[src/rv_csr_pkg.sv]
// ==============================
// RV32 ISA side of the CSR unit.
// Register-operand CSR forms only, no immediate forms.
// ==============================
package rv_csr_pkg;

    // Operation kinds passed from decode to execute.
    typedef enum logic [2:0] {
        op_none,
        op_csrrw,
        op_csrrs,
        op_csrrc,
        op_ecall,
        op_mret,
        op_illegal
    } csr_op_t;

    // Instruction field positions.
    localparam int opcode_lsb   = 0;
    localparam int opcode_w     = 7;
    localparam int rd_lsb       = 7;
    localparam int funct3_lsb   = 12;
    localparam int funct3_w     = 3;
    localparam int rs1_lsb      = 15;
    localparam int csr_addr_lsb = 20;
    localparam int reg_idx_w    = 5;
    localparam int csr_addr_w   = 12;

    // SYSTEM opcode and its funct3 codes.
    localparam logic [opcode_w-1:0] opcode_system = 7'b111_0011;
    localparam logic [funct3_w-1:0] funct3_csrrw  = 3'b001;
    localparam logic [funct3_w-1:0] funct3_csrrs  = 3'b010;
    localparam logic [funct3_w-1:0] funct3_csrrc  = 3'b011;

    // Whole-word encodings, matched exactly.
    localparam logic [31:0] insn_ecall = 32'h0000_0073;
    localparam logic [31:0] insn_mret  = 32'h3020_0073;

    // Machine-mode CSR addresses.
    localparam logic [csr_addr_w-1:0] csr_mstatus    = 12'h300;
    localparam logic [csr_addr_w-1:0] csr_misa       = 12'h301;
    localparam logic [csr_addr_w-1:0] csr_medeleg    = 12'h302;
    localparam logic [csr_addr_w-1:0] csr_mideleg    = 12'h303;
    localparam logic [csr_addr_w-1:0] csr_mie        = 12'h304;
    localparam logic [csr_addr_w-1:0] csr_mtvec      = 12'h305;
    localparam logic [csr_addr_w-1:0] csr_mstatush   = 12'h310;
    localparam logic [csr_addr_w-1:0] csr_mscratch   = 12'h340;
    localparam logic [csr_addr_w-1:0] csr_mepc       = 12'h341;
    localparam logic [csr_addr_w-1:0] csr_mcause     = 12'h342;
    localparam logic [csr_addr_w-1:0] csr_mtval      = 12'h343;
    localparam logic [csr_addr_w-1:0] csr_mip        = 12'h344;
    localparam logic [csr_addr_w-1:0] csr_mvendorid  = 12'hf11;
    localparam logic [csr_addr_w-1:0] csr_marchid    = 12'hf12;
    localparam logic [csr_addr_w-1:0] csr_mimpid     = 12'hf13;
    localparam logic [csr_addr_w-1:0] csr_mhartid    = 12'hf14;
    localparam logic [csr_addr_w-1:0] csr_mconfigptr = 12'hf15;

    // Register fields and constants.
    localparam int          mstatus_mie_bit  = 3;
    localparam int          mstatus_mpie_bit = 7;
    localparam logic [31:0] misa_value       = 32'h4000_1100;

endpackage

[src/trap_pkg.sv]
// ==============================
// Trap side of the CSR unit.
// Only lines 16 to 31 exist as interrupts.
// ==============================
package trap_pkg;

    // Data path width.
    localparam int xlen = 32;
    typedef logic [xlen-1:0] word_t;

    // Cause code width, enough for 0 to 31.
    localparam int cause_w = 5;

    // Synchronous trap causes.
    localparam logic [cause_w-1:0] cause_illegal = 5'd2;
    localparam logic [cause_w-1:0] cause_ecall_m = 5'd11;

    // Interrupt flag in mcause.
    localparam int mcause_int_bit = 31;

    // External interrupt line range.
    localparam int irq_lo = 16;
    localparam int irq_hi = 31;

endpackage

[src/csr_pipe_if.sv]
// ==============================
// Stage links of the CSR unit.
// valid is a one-cycle strobe, fields count only while it is high.
// ==============================

// Decoded operation, decode to execute.
interface csr_op_if;
    logic                                 valid;
    rv_csr_pkg::csr_op_t                  op;
    logic [rv_csr_pkg::csr_addr_w-1:0]    csr_addr;
    trap_pkg::word_t                      wdata;
    // rs1 field was x0.
    logic                                 rs1_zero;
    logic [rv_csr_pkg::reg_idx_w-1:0]     rd;
    trap_pkg::word_t                      pc;

    modport decode (output valid, op, csr_addr, wdata, rs1_zero, rd, pc);
    modport execute(input  valid, op, csr_addr, wdata, rs1_zero, rd, pc);
endinterface

// Executed result, execute to result.
interface csr_res_if;
    logic                                 valid;
    logic [rv_csr_pkg::reg_idx_w-1:0]     rd;
    trap_pkg::word_t                      rd_val;
    logic                                 rd_we;
    // Fetch redirect and its target.
    logic                                 redirect;
    trap_pkg::word_t                      target;

    modport execute(output valid, rd, rd_val, rd_we, redirect, target);
    modport result (input  valid, rd, rd_val, rd_we, redirect, target);
endinterface

[src/csr_decode.sv]
// ==============================
// Decode stage, one cycle.
// All legality checks are made here.
// ==============================
module csr_decode (
    input  logic            clk,
    input  logic            rst,
    input  logic [31:0]     insn,
    input  trap_pkg::word_t rs1_val,
    input  trap_pkg::word_t pc,
    input  logic            valid,
    csr_op_if.decode        op_out
);

    logic [rv_csr_pkg::opcode_w-1:0]   opcode;
    logic [rv_csr_pkg::funct3_w-1:0]   funct3;
    logic [rv_csr_pkg::reg_idx_w-1:0]  rs1_idx;
    logic [rv_csr_pkg::reg_idx_w-1:0]  rd_idx;
    logic [rv_csr_pkg::csr_addr_w-1:0] addr;
    logic                              exists;
    logic                              rdonly;
    rv_csr_pkg::csr_op_t               op_next;

    // Instruction fields.
    assign opcode  = insn[rv_csr_pkg::opcode_lsb +: rv_csr_pkg::opcode_w];
    assign funct3  = insn[rv_csr_pkg::funct3_lsb +: rv_csr_pkg::funct3_w];
    assign rs1_idx = insn[rv_csr_pkg::rs1_lsb +: rv_csr_pkg::reg_idx_w];
    assign rd_idx  = insn[rv_csr_pkg::rd_lsb +: rv_csr_pkg::reg_idx_w];
    assign addr    = insn[rv_csr_pkg::csr_addr_lsb +: rv_csr_pkg::csr_addr_w];

    // CSR map, writable ones first.
    always_comb begin
        exists = 1'b1;
        rdonly = 1'b1;
        case (addr)
            rv_csr_pkg::csr_mstatus, rv_csr_pkg::csr_mie, rv_csr_pkg::csr_mtvec,
            rv_csr_pkg::csr_mscratch, rv_csr_pkg::csr_mepc, rv_csr_pkg::csr_mcause:
                rdonly = 1'b0;
            rv_csr_pkg::csr_misa, rv_csr_pkg::csr_medeleg, rv_csr_pkg::csr_mideleg,
            rv_csr_pkg::csr_mstatush, rv_csr_pkg::csr_mip, rv_csr_pkg::csr_mtval,
            rv_csr_pkg::csr_mvendorid, rv_csr_pkg::csr_marchid, rv_csr_pkg::csr_mimpid,
            rv_csr_pkg::csr_mhartid, rv_csr_pkg::csr_mconfigptr:
                rdonly = 1'b1;
            default:
                exists = 1'b0;
        endcase
    end

    // Opcode selection.
    always_comb begin
        op_next = rv_csr_pkg::op_illegal;
        if (!valid) begin
            op_next = rv_csr_pkg::op_none;
        end else if (insn == rv_csr_pkg::insn_ecall) begin
            op_next = rv_csr_pkg::op_ecall;
        end else if (insn == rv_csr_pkg::insn_mret) begin
            op_next = rv_csr_pkg::op_mret;
        end else if (opcode == rv_csr_pkg::opcode_system) begin
            case (funct3)
                rv_csr_pkg::funct3_csrrw: op_next = rv_csr_pkg::op_csrrw;
                rv_csr_pkg::funct3_csrrs: op_next = rv_csr_pkg::op_csrrs;
                rv_csr_pkg::funct3_csrrc: op_next = rv_csr_pkg::op_csrrc;
                default:                  op_next = rv_csr_pkg::op_illegal;
            endcase
            // Missing CSR, or a write that hits a read-only one.
            if (op_next != rv_csr_pkg::op_illegal && (!exists || (rdonly &&
                    (op_next == rv_csr_pkg::op_csrrw || rs1_idx != '0)))) begin
                op_next = rv_csr_pkg::op_illegal;
            end
        end
    end

    always_ff @(posedge clk) begin
        if (rst) begin
            op_out.valid <= 1'b0;
        end else begin
            op_out.valid <= valid;
        end
    end

    // Operation fields.
    always_ff @(posedge clk) begin
        op_out.op       <= op_next;
        op_out.csr_addr <= addr;
        op_out.wdata    <= rs1_val;
        op_out.rs1_zero <= (rs1_idx == '0);
        op_out.rd       <= rd_idx;
        op_out.pc       <= pc;
    end

endmodule

[src/irq_priority.sv]
// ==============================
// Interrupt selection, combinational.
// Lowest pending line wins; mstatus.MIE is applied by execute.
// ==============================
module irq_priority (
    input  logic [trap_pkg::irq_hi:trap_pkg::irq_lo] pending,
    input  trap_pkg::word_t                          mie,
    output logic                                     irq_take,
    output logic [trap_pkg::cause_w-1:0]             irq_cause
);

    logic [trap_pkg::irq_hi:trap_pkg::irq_lo] masked;

    // Only enabled lines compete.
    assign masked   = pending & mie[trap_pkg::irq_hi:trap_pkg::irq_lo];
    assign irq_take = |masked;

    // Walk downward so the lowest set line is left.
    always_comb begin
        irq_cause = '0;
        for (int i = trap_pkg::irq_hi; i >= trap_pkg::irq_lo; i--) begin
            if (masked[i]) begin
                irq_cause = trap_pkg::cause_w'(i);
            end
        end
    end

endmodule

[src/csr_execute.sv]
// ==============================
// Execute stage, one cycle, holds the CSRs.
// Legality comes from decode and is trusted.
// ==============================
module csr_execute #(
    parameter trap_pkg::word_t hartid = '0
) (
    input  logic                                     clk,
    input  logic                                     rst,
    csr_op_if.execute                                op_in,
    input  logic                                     irq_take,
    input  logic [trap_pkg::cause_w-1:0]             irq_cause,
    input  logic [trap_pkg::irq_hi:trap_pkg::irq_lo] irq_pending,
    output trap_pkg::word_t                          mie,
    csr_res_if.execute                               res_out
);

    // CSR storage.
    logic                          mstatus_mie;
    logic                          mstatus_mpie;
    logic [31:2]                   mtvec;
    trap_pkg::word_t               mscratch;
    logic [31:1]                   mepc;
    logic                          mcause_int;
    logic [trap_pkg::cause_w-1:0]  mcause_no;

    trap_pkg::word_t               rdata;
    trap_pkg::word_t               wval;
    logic                          is_csr;
    logic                          take_irq;
    logic                          trap;
    logic                          do_mret;
    logic                          do_write;
    logic [trap_pkg::cause_w-1:0]  cause;

    // Read mux.
    always_comb begin
        rdata = '0;
        case (op_in.csr_addr)
            rv_csr_pkg::csr_mstatus: begin
                rdata[rv_csr_pkg::mstatus_mie_bit]  = mstatus_mie;
                rdata[rv_csr_pkg::mstatus_mpie_bit] = mstatus_mpie;
            end
            rv_csr_pkg::csr_misa:     rdata = rv_csr_pkg::misa_value;
            rv_csr_pkg::csr_mie:      rdata = mie;
            rv_csr_pkg::csr_mtvec:    rdata = {mtvec, 2'b00};
            rv_csr_pkg::csr_mip:      rdata[trap_pkg::irq_hi:trap_pkg::irq_lo] = irq_pending;
            rv_csr_pkg::csr_mscratch: rdata = mscratch;
            rv_csr_pkg::csr_mepc:     rdata = {mepc, 1'b0};
            rv_csr_pkg::csr_mcause: begin
                rdata[trap_pkg::mcause_int_bit]  = mcause_int;
                rdata[trap_pkg::cause_w-1:0]     = mcause_no;
            end
            rv_csr_pkg::csr_mhartid:  rdata = hartid;
            // Remaining ones read as zero.
            default:                  rdata = '0;
        endcase
    end

    // Read-modify-write value.
    always_comb begin
        case (op_in.op)
            rv_csr_pkg::op_csrrs: wval = rdata | op_in.wdata;
            rv_csr_pkg::op_csrrc: wval = rdata & ~op_in.wdata;
            default:              wval = op_in.wdata;
        endcase
    end

    // Priority: interrupt, ECALL or illegal, MRET, CSR access.
    assign take_irq = op_in.valid && irq_take && mstatus_mie;
    assign trap     = take_irq || (op_in.valid && (op_in.op == rv_csr_pkg::op_ecall ||
                                                   op_in.op == rv_csr_pkg::op_illegal));
    assign do_mret  = op_in.valid && !trap && op_in.op == rv_csr_pkg::op_mret;
    assign is_csr   = op_in.op == rv_csr_pkg::op_csrrw || op_in.op == rv_csr_pkg::op_csrrs ||
                      op_in.op == rv_csr_pkg::op_csrrc;
    // Set and clear with x0 only read.
    assign do_write = op_in.valid && !trap && is_csr &&
                      (op_in.op == rv_csr_pkg::op_csrrw || !op_in.rs1_zero);
    assign cause    = take_irq ? irq_cause :
                      (op_in.op == rv_csr_pkg::op_ecall) ? trap_pkg::cause_ecall_m :
                      trap_pkg::cause_illegal;

    always_ff @(posedge clk) begin
        if (rst) begin
            mstatus_mie      <= 1'b0;
            mstatus_mpie     <= 1'b0;
            mie              <= '0;
            mtvec            <= '0;
            mscratch         <= '0;
            mepc             <= '0;
            mcause_int       <= 1'b0;
            mcause_no        <= '0;
            res_out.valid    <= 1'b0;
            res_out.rd_we    <= 1'b0;
            res_out.redirect <= 1'b0;
        end else begin
            res_out.valid    <= op_in.valid;
            res_out.rd_we    <= op_in.valid && !trap && is_csr;
            res_out.redirect <= trap || do_mret;
            if (trap) begin
                // Trap entry.
                mepc         <= op_in.pc[31:1];
                mcause_int   <= take_irq;
                mcause_no    <= cause;
                mstatus_mpie <= mstatus_mie;
                mstatus_mie  <= 1'b0;
            end else if (do_mret) begin
                mstatus_mie  <= mstatus_mpie;
            end else if (do_write) begin
                case (op_in.csr_addr)
                    rv_csr_pkg::csr_mstatus: begin
                        mstatus_mie  <= wval[rv_csr_pkg::mstatus_mie_bit];
                        mstatus_mpie <= wval[rv_csr_pkg::mstatus_mpie_bit];
                    end
                    rv_csr_pkg::csr_mie:      mie      <= wval;
                    rv_csr_pkg::csr_mtvec:    mtvec    <= wval[31:2];
                    rv_csr_pkg::csr_mscratch: mscratch <= wval;
                    rv_csr_pkg::csr_mepc:     mepc     <= wval[31:1];
                    rv_csr_pkg::csr_mcause: begin
                        mcause_int <= wval[trap_pkg::mcause_int_bit];
                        mcause_no  <= wval[trap_pkg::cause_w-1:0];
                    end
                    default: ;
                endcase
            end
        end
    end

    // Result payload, old CSR value to rd.
    always_ff @(posedge clk) begin
        res_out.rd     <= op_in.rd;
        res_out.rd_val <= rdata;
        res_out.target <= trap ? {mtvec, 2'b00} : {mepc, 1'b0};
    end

endmodule

[src/csr_result.sv]
// ==============================
// Result stage, one cycle.
// No rd write to x0 or on a redirect.
// ==============================
module csr_result (
    input  logic                               clk,
    input  logic                               rst,
    csr_res_if.result                          res_in,
    output logic                               out_valid,
    output logic                               out_rd_we,
    output logic [rv_csr_pkg::reg_idx_w-1:0]   out_rd,
    output trap_pkg::word_t                    out_rd_val,
    output logic                               out_redirect,
    output trap_pkg::word_t                    out_target
);

    // Strobes, low on idle cycles.
    always_ff @(posedge clk) begin
        if (rst) begin
            out_valid    <= 1'b0;
            out_rd_we    <= 1'b0;
            out_redirect <= 1'b0;
        end else begin
            out_valid    <= res_in.valid;
            out_rd_we    <= res_in.valid && res_in.rd_we && !res_in.redirect &&
                            res_in.rd != '0;
            out_redirect <= res_in.valid && res_in.redirect;
        end
    end

    // Payload.
    always_ff @(posedge clk) begin
        out_rd     <= res_in.rd;
        out_rd_val <= res_in.rd_val;
        out_target <= res_in.target;
    end

endmodule

[src/csr_unit_top.sv]
// ==============================
// CSR and trap unit, three-stage pipeline.
// Result 3 cycles after in_valid, no back-pressure.
// ==============================
module csr_unit_top #(
    parameter trap_pkg::word_t hartid = '0
) (
    input  logic                                     clk,
    input  logic                                     rst,
    input  logic                                     in_valid,
    input  logic [31:0]                              in_insn,
    input  trap_pkg::word_t                          in_rs1_val,
    input  trap_pkg::word_t                          in_pc,
    input  logic [trap_pkg::irq_hi:trap_pkg::irq_lo] irq,
    output logic                                     out_valid,
    output logic                                     out_rd_we,
    output logic [rv_csr_pkg::reg_idx_w-1:0]         out_rd,
    output trap_pkg::word_t                          out_rd_val,
    output logic                                     out_redirect,
    output trap_pkg::word_t                          out_target
);

    logic [trap_pkg::irq_hi:trap_pkg::irq_lo] irq_pending;
    trap_pkg::word_t                          mie;
    logic                                     irq_take;
    logic [trap_pkg::cause_w-1:0]             irq_cause;

    csr_op_if  op_link ();
    csr_res_if res_link ();

    // Sampled with the instruction, seen in execute.
    always_ff @(posedge clk) begin
        if (rst) begin
            irq_pending <= '0;
        end else begin
            irq_pending <= irq;
        end
    end

    csr_decode u_decode (
        .clk     (clk),
        .rst     (rst),
        .insn    (in_insn),
        .rs1_val (in_rs1_val),
        .pc      (in_pc),
        .valid   (in_valid),
        .op_out  (op_link.decode)
    );

    irq_priority u_irq (
        .pending   (irq_pending),
        .mie       (mie),
        .irq_take  (irq_take),
        .irq_cause (irq_cause)
    );

    csr_execute #(.hartid(hartid)) u_execute (
        .clk         (clk),
        .rst         (rst),
        .op_in       (op_link.execute),
        .irq_take    (irq_take),
        .irq_cause   (irq_cause),
        .irq_pending (irq_pending),
        .mie         (mie),
        .res_out     (res_link.execute)
    );

    csr_result u_result (
        .clk          (clk),
        .rst          (rst),
        .res_in       (res_link.result),
        .out_valid    (out_valid),
        .out_rd_we    (out_rd_we),
        .out_rd       (out_rd),
        .out_rd_val   (out_rd_val),
        .out_redirect (out_redirect),
        .out_target   (out_target)
    );

endmodule

[config.mk]
export PLATFORM = sky130hd
export DESIGN_NAME = csr_unit_top
export DESIGN_NICKNAME = d
export VERILOG_FILES = /design/src/rv_csr_pkg.sv /design/src/trap_pkg.sv /design/src/csr_pipe_if.sv /design/src/csr_decode.sv /design/src/irq_priority.sv /design/src/csr_execute.sv /design/src/csr_result.sv /design/src/csr_unit_top.sv
export SDC_FILE = /design/constraint.sdc
export NUM_CORES = 1
export LEC_CHECK = 0
export BUFFER_PORTS_ARGS = -buffer_cell sky130_fd_sc_hd__buf_2
export CAP_MARGIN = 20
export CORE_UTILIZATION = 45
export DETAILED_ROUTE_END_ITERATION = 16
export PLACE_DENSITY_LB_ADDON = 0.25
export SLEW_MARGIN = 20
export SYNTH_ARGS = -nofsm -noshare
export SYNTH_HDL_FRONTEND = slang
export SYNTH_SLANG_ARGS = --single-unit
[constraint.sdc]
create_clock -name clk -period 3.6 [get_ports clk]
set_input_delay 0.54 -clock clk [delete_from_list [all_inputs] [get_ports clk]]
set_output_delay 0.54 -clock clk [all_outputs]
set_load 0.01 [all_outputs]
**Yosys cells after proc, flatten, opt, wreduce, memory -nomap -nowiden**

Index checks and enable logic that the tools add are counted.

- Logic and storage cells: 183
- Flip-flop bits (word level): 379
- Bits of input ports: 115
- Output and inout port bits: 72

- Bitwise operators: 7
- Muxes and demuxes: 58
- Reductions and logical operators: 47
- Equality and inequality tests: 40

Operators with widths:

| operator | count |
|---|---|
| $eq 12x10->1 const B | 20 |
| $mux 31 | 4 |
| $mux 5 | 21 |
| $pmux 15 s6 | 1 |
| $pmux 32 s2 | 1 |
| $eq 12x12->1 const B | 5 |
| $pmux 8 s5 | 1 |
| $and 32x32->32 | 1 |
| $eq 32x30->1 const B | 1 |
| $eq 32x7->1 const B | 1 |
| $mux 32 | 1 |
| $not 32->32 | 1 |
| $or 32x32->32 | 1 |
| $mux 3 | 8 |
| $reduce_or 17->1 | 1 |
| $and 16x16->16 | 1 |
| $reduce_or 16->1 | 1 |
| $pmux 3 s5 | 1 |
| $logic_and 1x1->1 | 13 |
| $mux 1 | 13 |
| $eq 3x2->1 const B | 4 |
| $pmux 1 s6 | 2 |
| $reduce_and 4->1 | 3 |
| $reduce_bool 2->1 | 6 |
| 19 further kinds | 40 |

**Depth between registers and ports, before layout**

Gate-level depths: netlist (run 1).

- Depth after elaboration: 19
- Mapped depth: 9
- Depth with buffers taken out: 6

**Modules after synthesis**

Synthesis (run 1) repeated with hierarchy kept, for this count alone.

- Cell total of the unflattened synthesis: 1499
- Area, all modules: 13834.5 um^2

Modules (own cells, without submodules):

| module | cells each | times used | area an instance (um^2) | sequential area each (um^2) |
|---|---|---|---|---|
| csr_execute | 1215 | 1 | 9598.0 | 4083.9 |
| csr_decode | 135 | 1 | 2050.7 | 1721.7 |
| csr_result | 77 | 1 | 1476.4 | 1441.4 |
| csr_unit_top | 33 | 1 | 464.2 | 320.3 |
| irq_priority | 39 | 1 | 245.2 | 0.0 |

**Least setup slack after synthesis (run 1)**

OpenSTA, ideal clock, no wires.

- Path kind: register to register
- Start point: register irq_pending[26] (netlist bit)
- End point: register u_execute.mie[22]
- Cell stages (with the launch flop): 9
- Library setup time: 132 ps
- Data required time: 3468 ps
- Period minus slack after synthesis: 2124 ps
- Data arrival time: 1992 ps
- Slack: 1476 ps
- Buffers on the path: 2
- Cell sequence: dfxtp_1 a22o_1 nor4b_4 a21boi_2 or4_1 buf_2 buf_6 nand2_1 a21oi_1

- Word-level cells in the longest chain between the ends: 10
- Elaborated cells between the ends (all ways): 13
- Classes of those cells: bitwise (3); reduce/logical (10)

Ends and longest elaborated chain:

| what | RTL line | RTL |
|---|---|---|
| start, declared | csr_unit_top.sv:23 | `logic [trap_pkg::irq_hi:trap_pkg::irq_lo] irq_pending;` |
| start signal, assigned | csr_unit_top.sv:36 | `irq_pending <= irq;` |
| $and 16x16->16 * | irq_priority.sv:15 | `assign masked = pending & mie[trap_pkg::irq_hi:trap_pkg::irq_lo];` |
| $reduce_or 16->1 * | irq_priority.sv:16 | `assign irq_take = \|masked;` |
| $logic_and 1x1->1 * (2 in a row) | csr_execute.sv:70 | `assign take_irq = op_in.valid && irq_take && mstatus_mie;` |
| $logic_or 1x1->1 * | csr_execute.sv:71 | `assign trap = take_irq \|\| (op_in.valid && (op_in.op == rv_csr_pkg::op_ecall \|\|` |
| $logic_not 1->1 | csr_execute.sv:73, csr_execute.sv:77 |  |
| $logic_and 1x1->1 | csr_execute.sv:73, csr_execute.sv:77 |  |
| $logic_and 1x1->1 (on tied branches) | csr_execute.sv:77, csr_execute.sv:73 |  |
| $logic_and 1x1->1 / $not 1->1 (equally long branches) | - |  |
| $reduce_and 4->1 (no line) * | - |  |
| end signal, assigned | csr_execute.sv:115 | `rv_csr_pkg::csr_mie: mie <= wval;` |
| end, declared | csr_execute.sv:14 | `output trap_pkg::word_t mie,` |

Mark *: on every way between the ends. The rest lies on a longest branch, timed or not.
A chain may end at the register's enable or synchronous reset.

**Final worst setup path (run 1)**

- Start point: register u_decode.op_out.csr_addr[7]
- End point: register u_execute.mepc[7] (netlist bit)

- Word-level cells in the longest chain between the ends: 8
- Elaborated cells between the ends (all ways): 15
- Classes of those cells: eq/ne (5); mux (6); bitwise (2); reduce/logical (2)

Ends and longest elaborated chain:

| what | RTL line | RTL |
|---|---|---|
| start, declared | csr_pipe_if.sv:17 | `modport decode (output valid, op, csr_addr, wdata, rs1_zero, rd, pc);` |
| start signal, assigned | csr_decode.sv:84 | `op_out.csr_addr <= addr;` |
| $eq 12x10->1 (on tied branches) | csr_execute.sv:39, csr_execute.sv:110 |  |
| $pmux 1 s5 | csr_execute.sv:39 | `case (op_in.csr_addr)` |
| $and 32x32->32 / $or 32x32->32 (equally long branches) | csr_execute.sv:64, csr_execute.sv:63 |  |
| $pmux 32 s2 | csr_execute.sv:62 | `case (op_in.op)` |
| $mux 31 | csr_execute.sv:110 | `case (op_in.csr_addr)` |
| $mux 31 | csr_execute.sv:109 | `end else if (do_write) begin` |
| $mux 31 | csr_execute.sv:107 | `end else if (do_mret) begin` |
| $mux 31 | csr_execute.sv:100 | `if (trap) begin` |
| end signal, assigned | csr_execute.sv:102 | `mepc <= op_in.pc[31:1];` |
| end signal, assigned | csr_execute.sv:118 | `rv_csr_pkg::csr_mepc: mepc <= wval[31:1];` |
| end, declared | csr_execute.sv:23 | `logic [31:1] mepc;` |

Parallel ways exist; a longest one is shown, timed or not. The select of a mux whose other input is x is not followed.

==> results.md, run 1 <==
- Max-slew violation count: 0
- #FFs+latches synth: 376
- Clock root cell: clkbuf_16
- Total gr overflow: 0
- Post-CTS Hold Buffers: 0
- Critical path class: flip-flop to flip-flop
- Core region area: 0.0296 sq mm
- PortBufs: 184
- Fin nets: 1,726
- DRC Markers: 0
- Postcts setup bufs: 0
- Crit. End Element: flip-flop
- Die height: 175 microns
- Drt total wl: 36.7 mm
- Min setup slack post-route: 782 ps
- Via/cell ratio: 5.48
- Die ar.: 0.0307 sq mm
- Number of routed nets with antenna violations: 0
- Main synth FF type: dfxtp_1
- Leak: 6.44 nW
- DR WL/cell: 18.1 microns
- Net Count, Synth: 1,551
- Async SR Flop Fraction: 0%
- Crit path max fanout: 10
- N_diodes: 0
- Final Critical Period: 2820 ps
- Post-synth EDFFs: 0
- Synth warnings: 0
- R2R depth: 7
- Maximum VDD drop: 0.379 mV
- Worst Max-Slew Pin Slew: 1060 ps
- DP Wirelength: 24.4 mm
- Clock transition at path regs: 60 ps
- CTS Buffer Depth: 3
- GRT Util Overall: 23.6%
- H-tree level count: 2
- Inserted Clock Buffers: 39
- GPL Wtd Cong: 0.920
- Max_cap viols: 0
- Vias in the first global route: 10.5k
- Minimum hold slack: 112 ps
- Rel. slew slack: 29.5%
- CTS tree: yes
- Hold Vio Cnt, Final: 0
- Final Non-Filler Cells: 2,032
- Power density over the cells: 561 mW/mm^2
- Final setup fails: 0
- FP Rows: 63
- Clk_skew: 13.9 ps
- Period utilization: 78.3%
- Fill cells: 2,657
- Die width: 175 microns
- Worst EP required: 4030 ps
- DR iter-0 viols: 907
- Fin Setup TNS: 0 ps
- First-pass GRT wire length: 56.7 mm
- Largest net degree at the start of global routing: 50
- CP arrival: 3250 ps
- Initial Utilization: 45.7%
- Crit start category: flip-flop
- Synth cell types: 77
- Status: complete, no violations
- Clock sinks: 376
- Post-Syn Instances: 1,436
- Achievable clock frequency: 355 MHz
- Skew-Pair Late Insertion Delay: 520 ps
- Post-Syn Area: 0.0135 sq mm
- Hold depth: 1
- Initial antenna violation count: 1
- Worst hold path class: primary input to flip-flop
- Vias: 11.1k
- Cts repair resizes: 0
- Drt first pass iters: 5
- Placed Instances: 1,960
- Share of post-route cells with drive strength above 1: 21.1%
- Post-synthesis sequential area ratio: 55.7%
- Avg Cell Area, Syn: 9.41 sq um
- Area Growth Syn to Fin: 19.8%
- RSZ-0062 raised after global routing: no
- I/O pin count: 187
- Pre-CTS setup slack: 859 ps
- Final Util: 54.7%
## flip-flops by register name (all words and copies together) (netlist names), 12 cells and up
signal / cells
u_result.out_rd_val: 32
u_decode.op_out.csr_addr: 12
u_execute.mtvec: 30
u_result.out_target: 31
u_execute.mie: 32
u_execute.mscratch: 32
u_execute.res_out.target: 31
irq_pending: 16
u_decode.op_out.wdata: 32
u_execute.res_out.rd_val: 32
u_decode.op_out.pc: 31
u_execute.mepc: 31
## layout make-up
class | count | area, sq um | area share [%]
clock buffers | 55 | 1110 | 6.84
inverters | 9 | 33.8 | 0.209
flip-flops and latches | 376 | 7530 | 46.5
multi-input cells | 961 | 5500 | 34.0
well taps | 390 | 488 | 3.02
repair buffers | 224 | 1220 | 7.56
clock inverters | 17 | 300 | 1.86
## per-stage QoR
stage          instance area (sq um)  total power, mW
3_3_place_gp                   14800             4.81
2_1_floorplan                  13500             4.63
6_report                       16200             9.08
4_1_cts                        16200             9.16
5_1_grt                        16200             9.39
3_5_place_dp                   14800             4.82
## final timing paths
kind,start,slack (ps),end
setup / recovery,u_decode.op_out.csr_addr[7],780,u_execute.mepc[7]
hold / removal,in_rs1_val[23],110,u_decode.op_out.wdata[23]
setup reg to reg,u_decode.op_out.csr_addr[7],780,u_execute.mepc[7]
hold reg to reg,u_execute.res_out.rd_val[7],320,u_result.out_rd_val[7]
## per-layer routing
layer / GRT usage (%) / vias to the layer above / share of wire (%)
met2: 38.2 / 475 / 46
li1: - / 5394 / -
met5: 0 / - / 0
met3: 3.66 / 85 / 6.7
met4: 9.46 / 0 / 3.1
met1: 31.5 / 5187 / 44
## Yosys cell counts, drive strengths merged, types with 6 or more instances
| cell type | n | area share [%] |
|---|---|---|
| a211o | 14 | 0.91 |
| a211oi | 48 | 3.3 |
| a21oi | 115 | 4.3 |
| a22o | 7 | 0.45 |
| a22oi | 7 | 0.39 |
| a311oi | 12 | 0.78 |
| a31oi | 6 | 0.28 |
| a32oi | 20 | 1.3 |
| and2 | 21 | 0.97 |
| and3 | 13 | 0.60 |
| buf | 39 | 2.0 |
| clkbuf | 51 | 1.4 |
| dfxtp | 376 | 56 |
| inv | 9 | 0.25 |
| mux2 | 19 | 1.6 |
| mux2i | 20 | 1.5 |
| nand2 | 309 | 8.6 |
| nand2b | 9 | 0.42 |
| nand3 | 21 | 0.78 |
| nand3b | 6 | 0.33 |
| nor2 | 78 | 2.2 |
| nor2b | 23 | 1.1 |
| nor3 | 31 | 1.4 |
| nor4 | 8 | 0.59 |
| o211ai | 15 | 0.83 |
| o21ai | 83 | 3.2 |
| or3 | 6 | 0.31 |
## worst max-delay path, cell delays in order, from the launching register on
cell and delay (ps):
dfxtp_1 330, or3_1 570, buf_4 290, nor3_4 280, nand3_1 170, a311oi_1 630, o21ai_0 180, a211oi_1 260
## report_power, final
group / switching (mW) / internal (mW) / total, mW
Combinational: 0.235 / 0.144 / 0.378
Clock: 1.62 / 2.73 / 4.34
Sequential: 0.0694 / 4.28 / 4.35
Total: 1.92 / 7.16 / 9.08
## cell usage in the layout, fill, tap and decap left out, drive strengths merged, types with 21 or more instances in the layout
master / count
and2: 21
dfxtp: 376
nor3: 31
o21ai: 83
a211oi: 48
buf: 224
nand2: 309
clkbuf: 55
nor2b: 23
nand3: 21
a21oi: 115
nor2: 78
## kinds of logic (layout without fill, tap and decap cells)
kind of cell | Yosys count | after routing | synth area share, %
xor gates and xnor gates | 1 | 1 | 0.0649
DFF | 376 | 376 | 55.7
other | 1 | 1 | 0.0278
and+or+nand+nor | 557 | 557 | 19.4
muxes | 39 | 39 | 3.07
buffers and inverters | 99 | 305 | 3.66
AOI/OAI and AO/OA | 363 | 363 | 18.0
(Power assumes the default switching activity.)
==> run 2, diff against run 1 <==
==> constraint.sdc (replaced) <==
create_clock -name clk -period 2.9 [get_ports clk]
set_input_delay 0.435 -clock clk [delete_from_list [all_inputs] [get_ports clk]]
set_output_delay 0.435 -clock clk [all_outputs]
set_load 0.01 [all_outputs]
==> results.md, run 2 (synthesis results as in run 1) <==
- Status: complete, no violations (unchanged)
- Inserted Clock Buffers: 39 (unchanged)
- Worst EP required: 3320 ps (was 4030 ps)
- Minimum hold slack: 15.8 ps (was 112 ps)
- Via/cell ratio: 5.44 (was 5.48)
- Die width: 175 microns (unchanged)
- Area of the multi-input gates: 0.00550 sq mm (unchanged)
- Number of routed nets with antenna violations: 0 (unchanged)
- Core region area: 0.0296 sq mm (unchanged)
- Largest net degree at the start of global routing: 99 (was 50)
- Achievable clock frequency: 377 MHz (was 355 MHz)
- Max_cap viols: 0 (unchanged)
- Total gr overflow: 0 (unchanged)
- Fill cells: 2,712 (was 2,657)
- Final Non-Filler Cells: 2,045 (was 2,032)
- N_diodes: 0 (unchanged)
- Min setup slack post-route: 249 ps (was 782 ps)
- Area Growth Syn to Fin: 20.9% (was 19.8%)
- Hold Vio Cnt, Final: 0 (unchanged)
- Crit. End Element: flip-flop (unchanged)
- Clock transition at path regs: 60 ps (about the same)
- Max-slew violation count: 0 (unchanged)
- Final setup fails: 0 (unchanged)
- DR WL/cell: 18.3 microns (was 18.1 microns)
- CP arrival: 3070 ps (was 3250 ps)
- Share of post-route cells with drive strength above 1: 21.6% (was 21.1%)
- GPL Wtd Cong: 0.895 (was 0.920)
- Crit start category: flip-flop (unchanged)
- Most frequent cells in the layout: dfxtp_1, nand2_1, buf_2, a21oi_1, nor2_1 (unchanged)
- Vias: 11.1k (about the same)
- FP Rows: 63 (unchanged)
- Final Critical Period: 2650 ps (was 2820 ps)
- Die ar.: 0.0307 sq mm (unchanged)
- Most common cell after layout, fill and taps aside: dfxtp_1 (unchanged)
- Fin Setup TNS: 0 ps (unchanged)
- DP Wirelength: 25.3 mm (was 24.4 mm)
- Skew-Pair Late Insertion Delay: 520 ps (about the same)
- Worst Max-Slew Pin Slew: 939 ps (was 1060 ps)
- Fin nets: 1,742 (was 1,726)
- DR iter-0 viols: 994 (was 907)
- Vias in the first global route: 10.7k (was 10.5k)
- Drt total wl: 37.4 mm (was 36.7 mm)
- Clock root cell: clkbuf_16 (unchanged)
- DRC Markers: 0 (unchanged)
- H-tree level count: 2 (unchanged)
- Crit path max fanout: 15 (was 10)
- CTS tree: yes (unchanged)
- First-pass GRT wire length: 58.2 mm (was 56.7 mm)
- Total chip power: 11.2 mW (was 9.08 mW)
- Cts repair resizes: 0 (unchanged)
- Power density over the cells: 685 mW/mm^2 (was 561 mW/mm^2)
- Clock sinks: 376 (unchanged)
- RSZ-0062 raised after global routing: no (unchanged)
- CTS Buffer Depth: 3 (unchanged)
- Clk_skew: 15.3 ps (was 13.9 ps)
- Worst hold path class: primary input to flip-flop (unchanged)
- I/O pin count: 187 (unchanged)
- Pre-CTS setup slack: 292 ps (was 859 ps)
- PortBufs: 184 (unchanged)
- GRT Util Overall: 24.1% (was 23.6%)
- Initial antenna violation count: 0 (was 1)
- Critical path class: flip-flop to flip-flop (unchanged)
- Leak: 6.51 nW (was 6.44 nW)
- Drt first pass iters: 5 (unchanged)
- Rel. slew slack: 37.4% (was 29.5%)
- Maximum VDD drop: 0.468 mV (was 0.379 mV)
- Die height: 175 microns (unchanged)
- Period utilization: 91.4% (was 78.3%)
- Initial Utilization: 45.7% (unchanged)
- Placed Instances: 1,972 (was 1,960)
- Sequential cell area: 0.00753 sq mm (unchanged)
-- run 2: critical path: stages, from the launching register on --
cell and delay (ps):
dfxtp_1 330, or3_1 620, buf_4 310, nor3_4 170, buf_4 250, nand3_1 130
a311oi_1 270, a21oi_1 170, a221oi_1 280
-- run 2: report_power, final --
group / internal (mW) / switching, mW / total (mW) / leakage, nW
Combinational: 0.191 / 0.297 / 0.488 / 2.76
Sequential: 5.32 / 0.0873 / 5.40 / 3.08
Clock: 3.30 / 1.99 / 5.29 / 0.670
-- run 2: final timing paths --
check | startpoint | end | slack (ps) | cells after the start
worst min register to register | u_execute.res_out.rd_val[0] | u_result.out_rd_val[0] | 320 | 0
worst max-delay path | u_decode.op_out.csr_addr[7] | u_execute.mepc[4] | 250 | 8
worst max register to register | u_decode.op_out.csr_addr[7] | u_execute.mepc[4] | 250 | 8
worst min-delay path | in_pc[23] | u_decode.op_out.pc[23] | 20 | 1
-- run 2: metrics by stage --
stage	utilization [%]	cell area, sq um
floorplan	-	13500
global placement	50.4	14900
detailed placement	50.4	14900
CTS	55.1	16300
global route	55.2	16300
finish	55.2	16300
-- run 2: area by class of cell --
| type | count | share of cell area, % |
|---|---|---|
| flip-flops and latches | 376 | 46.1 |
| multi-input cells | 961 | 33.7 |
| repair buffers | 240 | 8.60 |
| clock buffers | 56 | 7.06 |
| well taps | 390 | 2.99 |
| clock inverters | 13 | 1.37 |
| inverters | 9 | 0.207 |
-- run 2: what timing repair did --
| item | in CTS | in global routing |
|---|---|---|
| buffers inserted | 0 | 0 |
| hold buffers | 1 | 3 |
| endpoints found under the hold margin | 1 | 3 |
-- run 2: layer usage --
metal | part of all wire (%) | wire [microns] | GRT usage (%) | vias up
met1 | 45 | 16800 | 32.7 | 5165
li1 | - | - | - | 5431
met3 | 7.0 | 2610 | 3.53 | 78
met2 | 45 | 17000 | 39.1 | 445
met5 | 0 | 0 | 0 | -
met4 | 2.8 | 1030 | 8.55 | 0
==> run 3, diff against run 2 <==
--- a/config.mk
+++ b/config.mk
@@ -5,6 +5,7 @@
 export SDC_FILE = /design/constraint.sdc
 export NUM_CORES = 1
 export LEC_CHECK = 0
+export ABC_AREA = 1
 export BUFFER_PORTS_ARGS = -buffer_cell sky130_fd_sc_hd__buf_2
 export CAP_MARGIN = 20
 export CORE_UTILIZATION = 45
==> results.md, run 3 <==
- Status: complete, no violations (unchanged)
- Vias in the first global route: 10.9k (was 10.7k)
- DRC Markers: 0 (unchanged)
- R2r startpoint: irq_pending[29] (was u_decode.op_out.csr_addr[7])
- Initial Utilization: 45.9% (was 45.7%)
- Number of routed nets with antenna violations: 0 (unchanged)
- Most frequent cells in the layout: dfxtp_1, nand2_1, nor2_1, inv_1, buf_2 (was dfxtp_1, nand2_1, buf_2, a21oi_1, nor2_1)
- GRT Util Overall: 23.9% (was 24.1%)
- Clock transition at path regs: 70 ps (was 60 ps)
- DP Wirelength: 23.7 mm (was 25.3 mm)
- Synth warnings: 0 (unchanged)
- Post-Synth Simple-Gate Area: 19.9% (was 19.4%)
- Main synth FF type: dfxtp_1 (unchanged)
- Die width: 173 microns (was 175 microns)
- CTS tree: yes (unchanged)
- CP arrival: 3020 ps (was 3070 ps)
- Drt first pass iters: 5 (unchanged)
- Clock sinks: 376 (unchanged)
- Synth top area share: 57.0% (was 55.7%)
- Post-Synth XOR/XNOR Area: 0% (was 0.0648%)
- Drt total wl: 36.1 mm (was 37.4 mm)
- DR WL/cell: 16.1 microns (was 18.3 microns)
- Post-synthesis sequential area ratio: 57.0% (was 55.7%)
- Rel. slew slack: 54.3% (was 37.4%)
- Worst hold path class: primary input to flip-flop (unchanged)
- Fin nets: 1,940 (was 1,742)
- Post-Syn Instances: 1,601 (was 1,436)
- Synth cell types: 49 (was 77)
- Main area contributors after synthesis: dfxtp_1, nand2_1, nor2_1, inv_1, o21ai_0 (was dfxtp_1, nand2_1, a21oi_1, nor2_1, o21ai_0)
- Synth Area in Compound Gates: 14.7% (was 18.0%)
- Period utilization: 88.1% (was 91.4%)
- Final Non-Filler Cells: 2,237 (was 2,045)
- Fill cells: 2,604 (was 2,712)
- Net Count, Synth: 1,716 (was 1,551)
- Minimum hold slack: 10.4 ps (was 15.8 ps)
- HP Start: in_rs1_val[21] (was in_pc[23])
- Most common cell after layout, fill and taps aside: dfxtp_1 (unchanged)
- Total gr overflow: 0 (unchanged)
- Max_cap viols: 0 (unchanged)
- PortBufs: 184 (unchanged)
- Worst EP required: 3360 ps (was 3320 ps)
- FP Rows: 62 (was 63)
- Clk_skew: 11.7 ps (was 15.3 ps)
- CTS Buffer Depth: 3 (unchanged)
- Busiest grt layer: met2 (unchanged)
- Top cells by count, synth: dfxtp_1, nand2_1, nor2_1 (was dfxtp_1, nand2_1, a21oi_1)
- Core region area: 0.0288 sq mm (was 0.0296 sq mm)
- First-pass GRT wire length: 57.1 mm (was 58.2 mm)
- Post-synth EDFFs: 0 (unchanged)
- R2R depth: 14 (was 8)
- Power density over the cells: 695 mW/mm^2 (was 685 mW/mm^2)
- Crit start category: flip-flop (unchanged)
- Max-slew violation count: 0 (unchanged)
- RSZ-0062 raised after global routing: no (unchanged)
- Die height: 173 microns (was 175 microns)
- Achievable clock frequency: 391 MHz (was 377 MHz)
- Crit. End Element: flip-flop (unchanged)
- Skew-Pair Late Insertion Delay: 530 ps (was 520 ps)
- Area Growth Syn to Fin: 24.2% (was 20.9%)
- Critical path class: flip-flop to flip-flop (unchanged)
- Mux cell area share after synthesis: 0% (was 3.07%)
- GPL Wtd Cong: 0.881 (was 0.895)
- Worst Max-Slew Pin Slew: 684 ps (was 939 ps)
- Hold depth: 1 (unchanged)
- Initial antenna violation count: 0 (unchanged)
- Synth Area in Adders: 0% (unchanged)
- Count leader, synth: dfxtp_1 (unchanged)
- Async SR Flop Fraction: 0% (unchanged)
- DR iter-0 viols: 911 (was 994)
- Final setup fails: 0 (unchanged)
- Met1 usage in global routing: 32.1% (was 32.7%)
- N_diodes: 0 (unchanged)
- Largest family of logic cells by synthesized area: simple AND/OR/NAND/NOR gates (unchanged)
- Leak: 7.38 nW (was 6.51 nW)
- Die ar.: 0.0300 sq mm (was 0.0307 sq mm)
- Crit path max fanout: 22 (was 15)
- #FFs+latches synth: 376 (unchanged)
- Flop2flop setup slack: 350 ps (was 250 ps)
- Maximum VDD drop: 0.405 mV (was 0.468 mV)
- Hold endpoint: u_decode.op_out.wdata[21] (was u_decode.op_out.pc[23])
- Total chip power: 11.4 mW (was 11.2 mW)
- Via/cell ratio: 5.06 (was 5.44)
- Met2 Use GR: 38.3% (was 39.1%)
- Area of the multi-input gates: 0.00458 sq mm (was 0.00550 sq mm)
- Met3 usage: 4.91% (was 3.53%)
- Hold Vio Cnt, Final: 0 (unchanged)
- Avg Cell Area, Syn: 8.24 sq um (was 9.41 sq um)
- I/O pin count: 187 (unchanged)
- Inserted Clock Buffers: 39 (unchanged)
- Synth area leader: dfxtp_1 (unchanged)
- H-tree level count: 2 (unchanged)
- Final Critical Period: 2550 ps (was 2650 ps)
- Vias: 11.3k (was 11.1k)
- Post-Syn Area: 0.0132 sq mm (was 0.0135 sq mm)
- Largest net degree at the start of global routing: 66 (was 99)
- Clock root cell: clkbuf_16 (unchanged)
- Placed Instances: 2,129 (was 1,972)
- Share of post-route cells with drive strength above 1: 17.8% (was 21.6%)
- Sequential cell area: 0.00753 sq mm (unchanged)
- Reg2reg end: u_execute.mtvec[10] (was u_execute.mepc[4])
- Fin Setup TNS: 0 ps (unchanged)
==> run 3: how the worst max path moves through the flow <==
stage / from / end / slack, ps / cells past startpoint
floorplan: u_execute.mie[29] / u_execute.mie[18] / 1020 / 15
global placement: irq_pending[29] / u_execute.mtvec[21] / 480 / 14
detailed placement: irq_pending[29] / u_execute.mtvec[2] / 400 / 14
CTS: irq_pending[29] / u_execute.mtvec[2] / 380 / 14
global route: u_decode.op_out.csr_addr[11] / u_execute.mepc[16] / 100 / 15
finish: irq_pending[29] / u_execute.mtvec[10] / 350 / 14
==> run 3: cell families after synthesis <==
group | Yosys count
AND/OR/NAND/NOR | 621
flip-flops | 376
AO/OA/AOI/OAI | 328
buffers and inverters | 275
other | 1
==> run 3: final cells by class <==
cell class | instances | area share [%]
clock buffers | 52 | 6.94
clock inverters | 17 | 1.90
inverters | 201 | 4.63
multi-input cells | 950 | 28.0
flip-flops and latches | 376 | 45.9
well taps | 384 | 2.93
repair buffers | 257 | 9.71
==> run 3: critical path, cell delays in order (launching register included) <==
cell and delay (ps):
dfxtp_1 320, nand2_1 150, nand2_1 80, nor2_1 140, nand2_1 100, nor2_1 140
nor2_1 80, nand2_4 110, nand2_4 80, inv_4 230, nand4_2 300, nand4_1 220
buf_4 360, nor2_1 90, nor2_1 100
==> run 3: layer usage <==
metal	up-vias	routed length, microns
met5	-	0
met4	0	957
met3	68	2980
met2	466	16400
met1	5170	15800
li1	5614	-
==> run 3: through the flow <==
stage | area (sq um) | setup slack (ps) | utilization, %
floorplan | 13200 | 1020 | -
global placement | 14500 | 482 | 50.6
detailed placement | 14500 | 397 | 50.6
CTS | 16100 | 376 | 56.0
global route | 16400 | 102 | 56.9
finish | 16400 | 345 | 56.9
==> run 3: timing repair <==
action,4_1_cts,5_1_grt
setup endpoints to repair,0,0
gates resized for setup,0,0
setup buffers,0,0
hold buffers,11,28
endpoints found under the hold margin,11,28
==> run 3: where the power goes <==
| group | switching [mW] | leakage [nW] | internal [mW] |
|---|---|---|---|
| logic | 0.290 | 3.59 | 0.199 |
| clock network | 2.03 | 0.704 | 3.48 |
| registers | 0.0673 | 3.08 | 5.32 |
